[src/sdfm_defs.svh]
// SDFM register map constants, device id, bus widths and register offsets
// include wherever widths or offsets are needed
`ifndef SDFM_DEFS_SVH
`define SDFM_DEFS_SVH

// ==================================================
// bus and channel sizes
// ==================================================
`define SDFM_DEVICE_ID 8'h07 // upper address byte of this device
`define SDFM_ADDR_W 16       // host address
`define SDFM_DATA_W 32       // register word
`define SDFM_NCH 2           // fixed by the address map

// ==================================================
// register offsets in the lower address byte
// ==================================================
// channel 1 of a pair sits 4 bytes above channel 0
`define SDFM_OFS_IFLG 8'h00    // flags, read only
`define SDFM_OFS_IFLGCLR 8'h04 // flag clear, write only
`define SDFM_OFS_CTL 8'h08     // rsten, clken, mien
`define SDFM_OFS_DFPARM 8'h0C  // data filter params
`define SDFM_OFS_CPARM 8'h14   // comparator params
`define SDFM_OFS_CMPL 8'h1C    // low thresholds
`define SDFM_OFS_CMPH 8'h24    // high thresholds
`define SDFM_OFS_FDATA 8'h34   // filter results, read only
`define SDFM_OFS_CDATA 8'h3C   // comparator results, read only

`endif

[src/sdfm_pkg.sv]
// shared types of the SDFM register map
// register slots double as bit indexes into the one-hot strobes
`include "sdfm_defs.svh"

package sdfm_pkg;

  // register slots, used like opcodes by decoder and consumers
  typedef enum logic [3:0] {
    REG_NONE,    // no register hit
    REG_IFLG,
    REG_IFLGCLR,
    REG_CTL,
    REG_DFPARM0,
    REG_DFPARM1,
    REG_CPARM0,
    REG_CPARM1,
    REG_CMPL0,
    REG_CMPL1,
    REG_CMPH0,
    REG_CMPH1,
    REG_FDATA0,
    REG_FDATA1,
    REG_CDATA0,
    REG_CDATA1
  } reg_id_e;

  typedef logic [2**$bits(reg_id_e)-1:0] reg_sel_t; // one-hot, indexed by reg_id_e
  typedef logic [`SDFM_DATA_W-1:0] data_word_t;     // one register word

endpackage

[src/sdfm_bus_decode.sv]
// host address decode of the SDFM
// turns addr, wr and rd into one-hot write and read strobes per register slot
`timescale 1ns/100ps
`include "sdfm_defs.svh"

module sdfm_bus_decode import sdfm_pkg::*;
(
  input  logic                    SYSCLK,  // system clock, for the bus checks
  input  logic                    SYSRSTn, // sync reset, active low
  input  logic [`SDFM_ADDR_W-1:0] addr,
  input  logic                    wr,
  input  logic                    rd,
  output reg_sel_t                reg_we,
  output reg_sel_t                reg_re
);

  logic     dev_hit; // upper byte is ours
  reg_id_e  reg_id;  // slot of the lower byte
  reg_sel_t slot;    // one-hot of reg_id

  assign dev_hit = (addr[`SDFM_ADDR_W-1:8] == `SDFM_DEVICE_ID);

  always_comb
  begin
    case (addr[7:0])
      `SDFM_OFS_IFLG:            reg_id = REG_IFLG;
      `SDFM_OFS_IFLGCLR:         reg_id = REG_IFLGCLR;
      `SDFM_OFS_CTL:             reg_id = REG_CTL;
      `SDFM_OFS_DFPARM:          reg_id = REG_DFPARM0;
      `SDFM_OFS_DFPARM + 8'h04:  reg_id = REG_DFPARM1;
      `SDFM_OFS_CPARM:           reg_id = REG_CPARM0;
      `SDFM_OFS_CPARM + 8'h04:   reg_id = REG_CPARM1;
      `SDFM_OFS_CMPL:            reg_id = REG_CMPL0;
      `SDFM_OFS_CMPL + 8'h04:    reg_id = REG_CMPL1;
      `SDFM_OFS_CMPH:            reg_id = REG_CMPH0;
      `SDFM_OFS_CMPH + 8'h04:    reg_id = REG_CMPH1;
      `SDFM_OFS_FDATA:           reg_id = REG_FDATA0;
      `SDFM_OFS_FDATA + 8'h04:   reg_id = REG_FDATA1;
      `SDFM_OFS_CDATA:           reg_id = REG_CDATA0;
      `SDFM_OFS_CDATA + 8'h04:   reg_id = REG_CDATA1;
      default:                   reg_id = REG_NONE; // hole in the map
    endcase
  end

  // NONE never strobes, so a miss reads zero
  always_comb
  begin
    slot = '0;
    if (dev_hit && reg_id != REG_NONE)
      slot[reg_id] = 1'b1;
  end

  assign reg_we = wr ? slot : '0;
  assign reg_re = rd ? slot : '0; // rdata follows from this

  // single master, plain strobes
  a_no_wr_rd: assert property (@(posedge SYSCLK) disable iff (!SYSRSTn) !(wr && rd))
    else $error("wr and rd high together");

endmodule

[src/sdfm_param_regs.sv]
// writable control registers of the SDFM, CTL, DFPARMx, CPARMx, CMPLx, CMPHx
// fields load from fixed wdata bits, channel 1 in the upper half of each output
`timescale 1ns/100ps
`include "sdfm_defs.svh"

module sdfm_param_regs import sdfm_pkg::*;
(
  input  logic        SYSCLK,
  input  logic        SYSRSTn,
  input  reg_sel_t    reg_we,
  input  data_word_t  wdata,
  output logic        reg_rsten,       // CTL
  output logic        reg_clken,
  output logic        mien,
  output logic [15:0] reg_filtdec,     // DFPARMx
  output logic [3:0]  reg_filtmode,
  output logic [7:0]  reg_filtdiv,
  output logic [1:0]  reg_filten,
  output logic [1:0]  reg_filtask,
  output logic [3:0]  reg_filtst,
  output logic [9:0]  reg_filtsh,
  output logic [15:0] reg_compdec,     // CPARMx
  output logic [3:0]  reg_compmode,
  output logic [7:0]  reg_compdiv,
  output logic [1:0]  reg_compen,
  output logic [1:0]  reg_compsen,
  output logic [3:0]  reg_compst,
  output logic [1:0]  reg_compilen,
  output logic [1:0]  reg_compihen,
  output logic [1:0]  reg_complclrflg,
  output logic [1:0]  reg_comphclrflg,
  output logic [63:0] reg_compltrd,    // CMPLx
  output logic [63:0] reg_comphtrd     // CMPHx
);

  // ==================================================
  // CTL, now on SYSCLK
  // ==================================================
  always_ff @(posedge SYSCLK)
  begin
    if (!SYSRSTn)
    begin
      reg_rsten <= 1'b0;
      reg_clken <= 1'b0;
      mien      <= 1'b0;
    end
    else if (reg_we[REG_CTL])
    begin
      reg_rsten <= wdata[0];
      reg_clken <= wdata[1];
      mien      <= wdata[4]; // master irq enable
    end
  end

  // data filter params
  always_ff @(posedge SYSCLK)
  begin
    if (!SYSRSTn)
    begin
      reg_filtdec  <= '0;
      reg_filtmode <= '0;
      reg_filtdiv  <= '0;
      reg_filten   <= '0;
      reg_filtask  <= '0;
      reg_filtst   <= '0;
      reg_filtsh   <= '0;
    end
    else
    begin
      for (int i = 0; i < `SDFM_NCH; i++)
      begin
        if (reg_we[int'(REG_DFPARM0) + i])
        begin
          reg_filtdec[i*8 +: 8]  <= wdata[7:0];   // DOSR
          reg_filtmode[i*2 +: 2] <= wdata[9:8];
          reg_filtdiv[i*4 +: 4]  <= wdata[15:12];
          reg_filten[i]          <= wdata[16];
          reg_filtask[i]         <= wdata[17];    // AEN
          reg_filtst[i*2 +: 2]   <= wdata[21:20];
          reg_filtsh[i*5 +: 5]   <= wdata[28:24]; // output shift
        end
      end
    end
  end

  // comparator params
  always_ff @(posedge SYSCLK)
  begin
    if (!SYSRSTn)
    begin
      reg_compdec     <= '0;
      reg_compmode    <= '0;
      reg_compdiv     <= '0;
      reg_compen      <= '0;
      reg_compsen     <= '0;
      reg_compst      <= '0;
      reg_compilen    <= '0;
      reg_compihen    <= '0;
      reg_complclrflg <= '0;
      reg_comphclrflg <= '0;
    end
    else
    begin
      for (int i = 0; i < `SDFM_NCH; i++)
      begin
        if (reg_we[int'(REG_CPARM0) + i])
        begin
          reg_compdec[i*8 +: 8]  <= wdata[7:0];
          reg_compmode[i*2 +: 2] <= wdata[9:8];
          reg_compdiv[i*4 +: 4]  <= wdata[15:12];
          reg_compen[i]          <= wdata[16];
          reg_compsen[i]         <= wdata[17]; // signed compare
          reg_compst[i*2 +: 2]   <= wdata[21:20];
          reg_compilen[i]        <= wdata[24];
          reg_compihen[i]        <= wdata[25];
          reg_complclrflg[i]     <= wdata[28]; // hw clear of LF
          reg_comphclrflg[i]     <= wdata[29]; // hw clear of HF
        end
      end
    end
  end

  // ==================================================
  // thresholds, whole word
  // ==================================================
  always_ff @(posedge SYSCLK)
  begin
    if (!SYSRSTn)
    begin
      reg_compltrd <= '0;
      reg_comphtrd <= '0;
    end
    else
    begin
      for (int i = 0; i < `SDFM_NCH; i++)
      begin
        if (reg_we[int'(REG_CMPL0) + i])
          reg_compltrd[i*32 +: 32] <= wdata;
        if (reg_we[int'(REG_CMPH0) + i])
          reg_comphtrd[i*32 +: 32] <= wdata;
      end
    end
  end

endmodule

[src/sdfm_data_capture.sv]
// FDATAx and CDATAx result registers
// each channel loads on its own update pulse and holds otherwise
`timescale 1ns/100ps
`include "sdfm_defs.svh"

module sdfm_data_capture
(
  input  logic                                SYSCLK,
  input  logic                                SYSRSTn,
  input  logic [`SDFM_NCH*`SDFM_DATA_W-1:0]  filt_data_out,
  input  logic [`SDFM_NCH-1:0]               filt_data_update, // one pulse per result
  input  logic [`SDFM_NCH*`SDFM_DATA_W-1:0]  comp_data_out,
  input  logic [`SDFM_NCH-1:0]               comp_data_update,
  output logic [`SDFM_NCH*`SDFM_DATA_W-1:0]  fdata,
  output logic [`SDFM_NCH*`SDFM_DATA_W-1:0]  cdata
);

  always_ff @(posedge SYSCLK)
  begin
    if (!SYSRSTn)
    begin
      fdata <= '0;
      cdata <= '0;
    end
    else
    begin
      for (int i = 0; i < `SDFM_NCH; i++)
      begin
        // own channel's bit only, the other channel keeps its value
        if (filt_data_update[i])
          fdata[i*`SDFM_DATA_W +: `SDFM_DATA_W] <= filt_data_out[i*`SDFM_DATA_W +: `SDFM_DATA_W];
        if (comp_data_update[i])
          cdata[i*`SDFM_DATA_W +: `SDFM_DATA_W] <= comp_data_out[i*`SDFM_DATA_W +: `SDFM_DATA_W];
      end
    end
  end

endmodule

[src/sdfm_irq_flags.sv]
// comparator LF/HF flags and the IRQF interrupt flag
// flags follow compare updates, clear by IFLGCLR or in hardware-clear mode
`timescale 1ns/100ps
`include "sdfm_defs.svh"

module sdfm_irq_flags import sdfm_pkg::*;
(
  input  logic                 SYSCLK,
  input  logic                 SYSRSTn,
  input  reg_sel_t             reg_we,
  input  data_word_t           wdata,
  input  logic [`SDFM_NCH-1:0] comp_data_update,
  input  logic [`SDFM_NCH-1:0] comp_data_low,   // below low threshold
  input  logic [`SDFM_NCH-1:0] comp_data_high,  // at or above high threshold
  input  logic                 mien,
  input  logic [`SDFM_NCH-1:0] compilen,
  input  logic [`SDFM_NCH-1:0] compihen,
  input  logic [`SDFM_NCH-1:0] complclrflg,
  input  logic [`SDFM_NCH-1:0] comphclrflg,
  output logic [`SDFM_NCH-1:0] flg_lf,
  output logic [`SDFM_NCH-1:0] flg_hf,
  output logic                 irq              // IRQF itself
);

  logic clr_wr;   // IFLGCLR write this cycle
  logic irq_src;  // some enabled flag is up

  assign clr_wr  = reg_we[REG_IFLGCLR];
  assign irq_src = |((compilen & flg_lf) | (compihen & flg_hf));

  // ==================================================
  // LF / HF per channel
  // ==================================================
  always_ff @(posedge SYSCLK)
  begin
    if (!SYSRSTn)
    begin
      flg_lf <= '0;
      flg_hf <= '0;
    end
    else
    begin
      for (int i = 0; i < `SDFM_NCH; i++)
      begin
        if (comp_data_update[i] && complclrflg[i])
          flg_lf[i] <= comp_data_low[i];  // hw clear, copy compare
        else if (comp_data_update[i] && comp_data_low[i])
          flg_lf[i] <= 1'b1;              // set and hold
        else if (clr_wr && wdata[8 + i])
          flg_lf[i] <= 1'b0;
        if (comp_data_update[i] && comphclrflg[i])
          flg_hf[i] <= comp_data_high[i];
        else if (comp_data_update[i] && comp_data_high[i])
          flg_hf[i] <= 1'b1;
        else if (clr_wr && wdata[12 + i])
          flg_hf[i] <= 1'b0;
      end
    end
  end

  // IRQF, set wins over bit 31 clear
  always_ff @(posedge SYSCLK)
  begin
    if (!SYSRSTn)
      irq <= 1'b0;
    else if (mien && irq_src)
      irq <= 1'b1;
    else if (clr_wr && wdata[31])
      irq <= 1'b0;
  end

endmodule

[src/sdfm_read_mux.sv]
// read side of the SDFM register map
// packs the selected register into rdata, reserved bits and misses read zero
`timescale 1ns/100ps
`include "sdfm_defs.svh"

module sdfm_read_mux import sdfm_pkg::*;
(
  input  reg_sel_t    reg_re,
  input  logic [1:0]  flg_lf,
  input  logic [1:0]  flg_hf,
  input  logic        irq,
  input  logic        reg_rsten,
  input  logic        reg_clken,
  input  logic        mien,
  input  logic [15:0] reg_filtdec,
  input  logic [3:0]  reg_filtmode,
  input  logic [7:0]  reg_filtdiv,
  input  logic [1:0]  reg_filten,
  input  logic [1:0]  reg_filtask,
  input  logic [3:0]  reg_filtst,
  input  logic [9:0]  reg_filtsh,
  input  logic [15:0] reg_compdec,
  input  logic [3:0]  reg_compmode,
  input  logic [7:0]  reg_compdiv,
  input  logic [1:0]  reg_compen,
  input  logic [1:0]  reg_compsen,
  input  logic [3:0]  reg_compst,
  input  logic [1:0]  reg_compilen,
  input  logic [1:0]  reg_compihen,
  input  logic [1:0]  reg_complclrflg,
  input  logic [1:0]  reg_comphclrflg,
  input  logic [63:0] reg_compltrd,
  input  logic [63:0] reg_comphtrd,
  input  logic [63:0] fdata,
  input  logic [63:0] cdata,
  output data_word_t  rdata
);

  // reg_re is one-hot or zero, so OR-ing the hits is enough
  always_comb
  begin
    rdata = '0;
    if (reg_re[REG_IFLG])
      rdata |= {irq, 17'b0, flg_hf, 2'b0, flg_lf, 8'b0}; // AF bits read zero
    if (reg_re[REG_CTL])
      rdata |= {27'b0, mien, 2'b0, reg_clken, reg_rsten};
    for (int i = 0; i < `SDFM_NCH; i++)
    begin
      if (reg_re[int'(REG_DFPARM0) + i])
        rdata |= {3'b0, reg_filtsh[i*5 +: 5], 2'b0, reg_filtst[i*2 +: 2],
                  2'b0, reg_filtask[i], reg_filten[i], reg_filtdiv[i*4 +: 4],
                  2'b0, reg_filtmode[i*2 +: 2], reg_filtdec[i*8 +: 8]};
      if (reg_re[int'(REG_CPARM0) + i])
        rdata |= {2'b0, reg_comphclrflg[i], reg_complclrflg[i], 2'b0,
                  reg_compihen[i], reg_compilen[i], 2'b0, reg_compst[i*2 +: 2],
                  2'b0, reg_compsen[i], reg_compen[i], reg_compdiv[i*4 +: 4],
                  2'b0, reg_compmode[i*2 +: 2], reg_compdec[i*8 +: 8]};
      if (reg_re[int'(REG_CMPL0) + i])
        rdata |= reg_compltrd[i*32 +: 32];
      if (reg_re[int'(REG_CMPH0) + i])
        rdata |= reg_comphtrd[i*32 +: 32];
      if (reg_re[int'(REG_FDATA0) + i])
        rdata |= fdata[i*32 +: 32];
      if (reg_re[int'(REG_CDATA0) + i])
        rdata |= cdata[i*32 +: 32];
    end
  end

endmodule

[src/sdfm_regmap.sv]
// SDFM register map top, host bus in, field outputs and irq out
// decoder, register blocks and read mux share the bus, no arbiter
`timescale 1ns/100ps
`include "sdfm_defs.svh"

module sdfm_regmap import sdfm_pkg::*;
(
  input  logic                    SYSCLK,
  input  logic                    SYSRSTn,
  input  logic [`SDFM_ADDR_W-1:0] addr,
  input  logic                    wr,
  input  logic                    rd,
  input  data_word_t              wdata,
  output data_word_t              rdata,   // zero when nothing is read
  input  logic [63:0]             filt_data_out,
  input  logic [1:0]              filt_data_update,
  input  logic [63:0]             comp_data_out,
  input  logic [1:0]              comp_data_update,
  input  logic [1:0]              comp_data_low,
  input  logic [1:0]              comp_data_high,
  output logic                    reg_rsten,
  output logic                    reg_clken,
  output logic [15:0]             reg_filtdec,
  output logic [3:0]              reg_filtmode,
  output logic [7:0]              reg_filtdiv,
  output logic [1:0]              reg_filten,
  output logic [1:0]              reg_filtask,
  output logic [3:0]              reg_filtst,
  output logic [9:0]              reg_filtsh,
  output logic [15:0]             reg_compdec,
  output logic [3:0]              reg_compmode,
  output logic [7:0]              reg_compdiv,
  output logic [1:0]              reg_compen,
  output logic [1:0]              reg_compsen,
  output logic [3:0]              reg_compst,
  output logic [1:0]              reg_compilen,
  output logic [1:0]              reg_compihen,
  output logic [1:0]              reg_complclrflg,
  output logic [1:0]              reg_comphclrflg,
  output logic [63:0]             reg_compltrd,
  output logic [63:0]             reg_comphtrd,
  output logic                    irq
);

  reg_sel_t    reg_we;  // one-hot write strobes
  reg_sel_t    reg_re;  // one-hot read strobes
  logic        mien;
  logic [1:0]  flg_lf;
  logic [1:0]  flg_hf;
  logic [63:0] fdata;
  logic [63:0] cdata;

  sdfm_bus_decode sdfm_bus_decode_i (.*);

  sdfm_param_regs sdfm_param_regs_i (.*);

  sdfm_data_capture sdfm_data_capture_i (.*);

  sdfm_irq_flags sdfm_irq_flags_i (
    .SYSCLK, .SYSRSTn, .reg_we, .wdata,
    .comp_data_update, .comp_data_low, .comp_data_high, .mien,
    .compilen    (reg_compilen),
    .compihen    (reg_compihen),
    .complclrflg (reg_complclrflg),
    .comphclrflg (reg_comphclrflg),
    .flg_lf, .flg_hf, .irq
  );

  sdfm_read_mux sdfm_read_mux_i (.*);

endmodule

[config.mk]
export PLATFORM = sky130hd
export DESIGN_NAME = sdfm_regmap
export DESIGN_NICKNAME = d
export VERILOG_FILES = /design/src/sdfm_pkg.sv /design/src/sdfm_bus_decode.sv /design/src/sdfm_param_regs.sv /design/src/sdfm_data_capture.sv /design/src/sdfm_irq_flags.sv /design/src/sdfm_read_mux.sv /design/src/sdfm_regmap.sv
export VERILOG_INCLUDE_DIRS = /design/src
export SDC_FILE = /design/constraint.sdc
export NUM_CORES = 1
export LEC_CHECK = 0
export BUFFER_PORTS_ARGS = -buffer_cell sky130_fd_sc_hd__buf_2
export CAP_MARGIN = 10
export CORE_MARGIN = 5
export CORE_UTILIZATION = 50
export DETAILED_ROUTE_END_ITERATION = 6
export PLACE_DENSITY = 0.89
export REMOVE_ABC_BUFFERS = 1
export SLEW_MARGIN = 30
export SYNTH_ARGS = -nofsm -noshare
export SYNTH_HDL_FRONTEND = slang
export SYNTH_SLANG_ARGS = --single-unit
[constraint.sdc]
create_clock -name SYSCLK -period 3.87 [get_ports SYSCLK]
set_input_delay 0.774 -clock SYSCLK [delete_from_list [all_inputs] [get_ports SYSCLK]]
set_output_delay 0.774 -clock SYSCLK [all_outputs]
set_load 0.03 [all_outputs]
==> results of run 1 <==
## worst reg2reg max path, delay by kind of cell (launching register included)
| family | cells | cell delay (ps) |
|---|---|---|
| DFF | 1 | 420 |
| AOI/OAI and AO/OA | 2 | 560 |
## metal layers
metal,vias to the layer above,part of all wire,global-route usage
li1,7343,-,-
met1,7803,0.37,0.4435
met2,1161,0.45,0.5936
met3,293,0.12,0.1106
met4,8,0.064,0.2062
met5,-,0.00050,0
## cell type report
type / count / share of cell area
timing repair buffer: 625 / 0.1835
clock inverter: 6 / 0.001968
tap: 442 / 0.02558
antenna: 2 / 0.0002315
multi-input combinational: 1275 / 0.4075
inverter: 6 / 0.001042
sequential: 354 / 0.3278
clock buffer: 62 / 0.05238
## path summary, 6_finish.rpt
check                                                          end  slack [ps]  depth (start not counted)
worst min register to register  sdfm_param_regs_i.reg_compltrd[13]         470                          2
worst max-delay path                                      rdata[4]           2                         10
worst min-delay path            sdfm_param_regs_i.reg_compltrd[13]         470                          2
worst max register to register          sdfm_irq_flags_i.flg_lf[1]        2800                          2
## cells in the final DEF (no fill, tap or decap), types with 5 or more instances in the layout
cell type  Yosys  routed
a21boi_0     172     171
a21boi_1      14      14
a221o_1        5       5
a221oi_1      14       9
a221oi_2       1       5
a222oi_1      28      28
a22o_1        25      25
a22oi_1       67      66
and2_1        11      10
buf_12         0      16
buf_2         27     420
buf_4          7     161
buf_6          0      18
clkbuf_1     111      16
clkbuf_16      0      40
clkbuf_4       0       5
clkbuf_8       0       8
dfxtp_1      354     354
inv_1          6       6
mux2_2        12       9
mux2i_1      176     176
nand2_1      382     380
nand3_1       30      28
nand4_1       20      20
nor2_1        17      11
nor2b_1      179     179
nor3_1        17      13
nor3_4         2       7
o22ai_1        5       5
o2bb2ai_1      7       5
## cell usage after synthesis, drive strengths merged (2+ instances only)
cell,number
a211oi,5
inv,6
a311oi,2
and4,4
dfxtp,354
o21a,4
and3,5
a32o,4
a221oi,15
buf,46
a22oi,67
a22o,25
mux2,12
o21ai,4
nand4,20
nand2,382
a2111oi,4
nor3,23
nor2b,179
a21boi,186
a32oi,3
a222oi,28
o221ai,2
o2111ai,4
a221o,5
a2bb2oi,2
a21oi,5
nor4b,3
o211ai,3
o32ai,2
and2,12
o22ai,5
mux2i,176
nor2,19
and3b,2
nor4,10
o2bb2ai,7
or4,3
clkbuf,111
nand3,31
## kinds of logic (layout without fill, tap and decap cells)
group,count (synthesis),count (layout),synth area share
AOI/OAI and AO/OA,388,388,0.1920
buffers and inverters,163,699,0.04148
DFF,354,354,0.4375
muxes,188,188,0.1171
other,0,2,0
and+or+nand+nor,699,699,0.2118
## per-stage QoR
stage	hold slack (ps)	setup TNS, ps
final	469.7	0
after global routing	490.8	-759.1
after CTS	470.9	-72.32
after detailed placement	463.6	-3026
after global placement	452.0	-12280
after floorplan	473.7	-15530
## registers in the layout, summed over array words and instances, names as in the netlist, 10 cells and up
name,count
sdfm_param_regs_i.reg_comphtrd,64
sdfm_data_capture_i.fdata,64
sdfm_param_regs_i.reg_compdec,16
sdfm_param_regs_i.reg_compltrd,64
sdfm_param_regs_i.reg_filtdec,16
sdfm_data_capture_i.cdata,64
sdfm_param_regs_i.reg_filtsh,10
## power breakdown
group	internal, W	switching (W)	leakage (nW)	total, W
clock network	0.00200	0.00147	0.567	0.00347
logic	0.000271	0.000311	5.57	0.000582
registers	0.00373	0.0000539	2.88	0.00378
## what timing repair did
action / 4_1_cts / 5_1_grt
cloned: 0 / 1
buffers inserted: 9 / 26
pin swaps: 6 / 21
resized for setup: 32 / 65
setup endpoints to repair: 31 / 32
==> flow_summary.json, run 1 <==
{
  "fmax_ghz": 0.2585,
  "arrival_ps": 3090,
  "grt.total_usage": 0.3696,
  "dr_total_vias": 16610,
  "drive_above_1_share": 0.3256,
  "setup.worst_path.class": "in -> out",
  "numCtsBuffers": 39,
  "placementRows": 66,
  "multi_input_area_um2": 8810,
  "grt_pass1_vias": 16460,
  "synth_cells": 1792,
  "cts_tree": "built",
  "syn_avg_cell_area_um2": 9.038,
  "hp-class": "reg -> reg",
  "period_share": 0.9996,
  "synth_cell_types": 67,
  "grt_max_degree": 125,
  "h-tree-depth": 2,
  "cellLeakagePower_nw": 9.016,
  "die_w_um": 190.0,
  "ios": 441,
  "synth_edf_count": 0,
  "coreArea_um2": 32290,
  "start_kind": "input port",
  "wirelength_mm": 70.66,
  "syn_to_final_growth_pct": 33.48,
  "seqCellArea_um2": 7087,
  "maxSlewHeadroom": 0.3152,
  "antenna_found_initial": 6,
  "dp.cells": 2667,
  "viasPerCell": 5.991,
  "rsz0062_at_grt": "yes",
  "p_total_w": 0.007834,
  "yosysTopAreaCell": "dfxtp_1",
  "dp_slack_ps": -225.9,
  "synth_top_flop_cell": "dfxtp_1",
  "clockBufferDepth": 3,
  "ys_seq_area_frac": 0.4375,
  "yosysTopAreaCellShare": 0.4375,
  "critPathTopFamily": "compound AO/OA/AOI/OAI gates",
  "finalSetupViolations": 0,
  "start_util": 0.5016,
  "drtIter0Drc": 1686,
  "critPathLaunch": "addr[0]",
  "cp_max_fo": 4,
  "rr_startpoint": "sdfm_param_regs_i.reg_complclrflg[1]",
  "gp_congestion": 1.010,
  "final_area_um2": 21620,
  "worstPathRequired_ps": 3100,
  "first_pass_iters": 7,
  "cpMostUsedCell": "buf_6",
  "hold_start": "sdfm_param_regs_i.reg_compltrd[13]",
  "max_slew.worst_pin.slew_ps": 1027,
  "violations": "design-rule violations",
  "fill_cells": 2601,
  "port_buffers": 440,
  "final_util": 0.6696,
  "cp-end-kind": "output port",
  "fin_ws_ps": 1.518,
  "instances_no_fill": 2772,
  "period_minus_slack_ps": 3868,
  "cp_num_buf_inv": 4,
  "slowest_delay_ps": 580,
  "drcViolationCount": 11,
  "hpwl_mm": 49.92,
  "synthTopCellsByArea": "dfxtp_1 (44%), mux2i_1 (11%), nand2_1 (8.9%)",
  "syn_area_um2": 16200,
  "clock-sinks": 354,
  "die_height_um": 190.0,
  "ir_drop_mv": 0.3541,
  "dieArea_um2": 36090,
  "pwr_density_cell_nw_per_um2": 362.4,
  "slowest_stage": "or4_4",
  "crit_chain": "buf_6 > buf_6 > or4_4 > a211o_1 > o211ai_1 > buf_4 > nor4_4 > a222oi_1 > nand3_1 > buf_6",
  "dpl_cell_area_um2": 19760,
  "gr-total-overflow": 0,
  "synth_seq_cells": 354,
  "outcome": "finished with violations",
  "cts-root-buf": "clkbuf_16",
  "hold_viol": 0,
  "slew_violations": 0,
  "yosys_warnings": 0,
  "routedWlPerCell_um": 25.49,
  "ant_nets": 0,
  "synthArstFlopShare": 0,
  "cap_viol_max_count": 0,
  "grt_pass1_wl_mm": 101.9,
  "nets": 2489,
  "worstSkewPairLatency_ps": 520,
  "clkTransAtPathRegs_ps": 60,
  "fin_skew_ps": 5.426,
  "cts_hold_buf": 0
}
No activity file was read; power rests on OpenSTA's default activity.
==> inputs of run 2 (changes only) <==
--- a/config.mk
+++ b/config.mk
@@ -13,6 +13,7 @@
 export DETAILED_ROUTE_END_ITERATION = 6
 export PLACE_DENSITY = 0.89
 export REMOVE_ABC_BUFFERS = 1
+export SETUP_SLACK_MARGIN = 0.1
 export SLEW_MARGIN = 30
 export SYNTH_ARGS = -nofsm -noshare
 export SYNTH_HDL_FRONTEND = slang
==> flow_summary.json, run 2 (synthesis gave the netlist of run 1 again) <==
{
  "cp-end-kind": "output port",
  "gp_congestion": 1.010,
  "drcViolationCount": 0,
  "die_height_um": 190.0,
  "grt.total_usage": 0.3713,
  "hold_start": "sdfm_param_regs_i.reg_compltrd[13]",
  "tns_ps": -9.043,
  "clockBufferDepth": 3,
  "viasPerCell": 6.022,
  "rr_startpoint": "sdfm_param_regs_i.reg_complclrflg[1]",
  "numCtsBuffers": 39,
  "pwr-share-clk": 0.442,
  "switching_share": 0.2344,
  "max_slew.worst_pin.slew_ps": 1018,
  "rsz0062_at_grt": "yes",
  "start_util": 0.5016,
  "critPathLaunch": "addr[7]",
  "fin_skew_ps": 5.833,
  "fmax_ghz": 0.2578,
  "coreArea_um2": 32290,
  "violations": "negative setup slack",
  "p_int_w": 0.006007,
  "port_buffers": 440,
  "worstPathRequired_ps": 3100,
  "antenna_found_initial": 5,
  "timing.hold.ws_ps": 469.7,
  "period_minus_slack_ps": 3879,
  "h-tree-depth": 2,
  "gr-total-overflow": 0,
  "maxSlewHeadroom": 0.3211,
  "holdPathStages": 2,
  "start_kind": "input port",
  "dieArea_um2": 36090,
  "p_sw_w": 0.001839,
  "hp-class": "reg -> reg",
  "min_to": "sdfm_param_regs_i.reg_compltrd[13]",
  "most-common-layout-cells": "buf_2 (412), nand2_1 (379), dfxtp_1 (354)",
  "ios": 441,
  "cp_max_fo": 4,
  "ant_nets": 0,
  "syn_to_final_growth_pct": 34.50,
  "grt_pass1_vias": 16650,
  "finalSetupViolations": 1,
  "grt_max_degree": 125,
  "nets": 2485,
  "comb_power_share": 0.076,
  "pwr_density_cell_nw_per_um2": 360.2,
  "setup.worst_path.class": "in -> out",
  "layout_commonest_cell": "buf_2",
  "wirelength_mm": 71.10,
  "dp_slack_ps": -225.9,
  "cellLeakagePower_nw": 9.027,
  "timing.rr.end": "sdfm_irq_flags_i.flg_lf[1]",
  "hpwl_mm": 49.92,
  "die_w_um": 190.0,
  "first_pass_iters": 7,
  "arrival_ps": 3110,
  "worstSkewPairLatency_ps": 520,
  "slew_violations": 0,
  "clkTransAtPathRegs_ps": 60,
  "outcome": "finished with violations",
  "fin_ws_ps": -9.043,
  "fill_cells": 2581,
  "clock-sinks": 354,
  "hold_viol": 0,
  "seq_power_share": 0.482,
  "period_share": 1.002,
  "cts_tree": "built",
  "cts_hold_buf": 0,
  "drtIter0Drc": 1740,
  "placementRows": 66,
  "rrSetupSlack_ps": 2840,
  "cap_viol_max_count": 0,
  "ir_drop_mv": 0.3510,
  "r2r_cells": 2,
  "routedWlPerCell_um": 25.68,
  "drive_above_1_share": 0.3275,
  "cts-root-buf": "clkbuf_16",
  "final_util": 0.6747,
  "grt_pass1_wl_mm": 102.5,
  "dr_total_vias": 16680
}
run 2: area by class of cell:
type                    count  area (µm²)  area share
clock inverters             6       42.54    0.001953
flip-flops and latches    354        7087      0.3253
repair buffers            620        4024      0.1847
clock buffers              62        1132     0.05198
inverters                   6       22.52    0.001034
diodes                      3       7.507   0.0003446
multi-input cells        1276        8916      0.4093
well taps                 442       553.0     0.02539
run 2: worst max path at each step:
| stage | end | cells after the start |
|---|---|---|
| floorplan | rdata[27] | 6 |
| global placement | rdata[29] | 9 |
| detailed placement | rdata[27] | 9 |
| CTS | rdata[28] | 10 |
| global route | rdata[4] | 11 |
| finish | rdata[4] | 11 |
run 2: stage by stage:
step,power (W),std cells,area (µm²)
5_1_grt,0.008068,2767,21780
2_1_floorplan,0.004048,1635,15550
3_5_place_dp,0.004393,2667,19760
3_3_place_gp,0.004380,2665,19720
6_report,0.007846,2769,21780
4_1_cts,0.007844,2756,21480
run 2: worst max-delay path, cell delays in order:
cell      delay (ps)
buf_6            100
buf_6            110
or4_4            530
buf_6            150
a211o_1          250
o211ai_1         270
buf_4            200
nor4_2            40
a222oi_1         290
nand3_1          190
buf_6            190
run 2: power by group through the flow:
stage / combinational, W / clock [W] / sequential, W
CTS: 0.000567 / 0.00350 / 0.00378
global placement: 0.000526 / 0 / 0.00385
detailed placement: 0.000536 / 0 / 0.00386
global route: 0.000628 / 0.00365 / 0.00379
finish: 0.000594 / 0.00347 / 0.00378
floorplan: 0.000212 / 0 / 0.00384
run 2: timing repair:
action / in CTS / in global routing
pin swaps: 22 / 30
setup endpoints to repair: 32 / 32
endpoints found under the hold margin: 0 / 0
gates resized for setup: 91 / 46
cloned: 0 / 1
setup buffers: 21 / 9
run 2: per-layer routing:
layer / GRT usage / wire length, µm / vias up
li1: - / - / 7345
met1: 0.4451 / 25890 / 7795
met2: 0.5985 / 32160 / 1198
met3: 0.1073 / 8383 / 330
met4: 0.2098 / 4617 / 8
met5: 0 / 42 / -
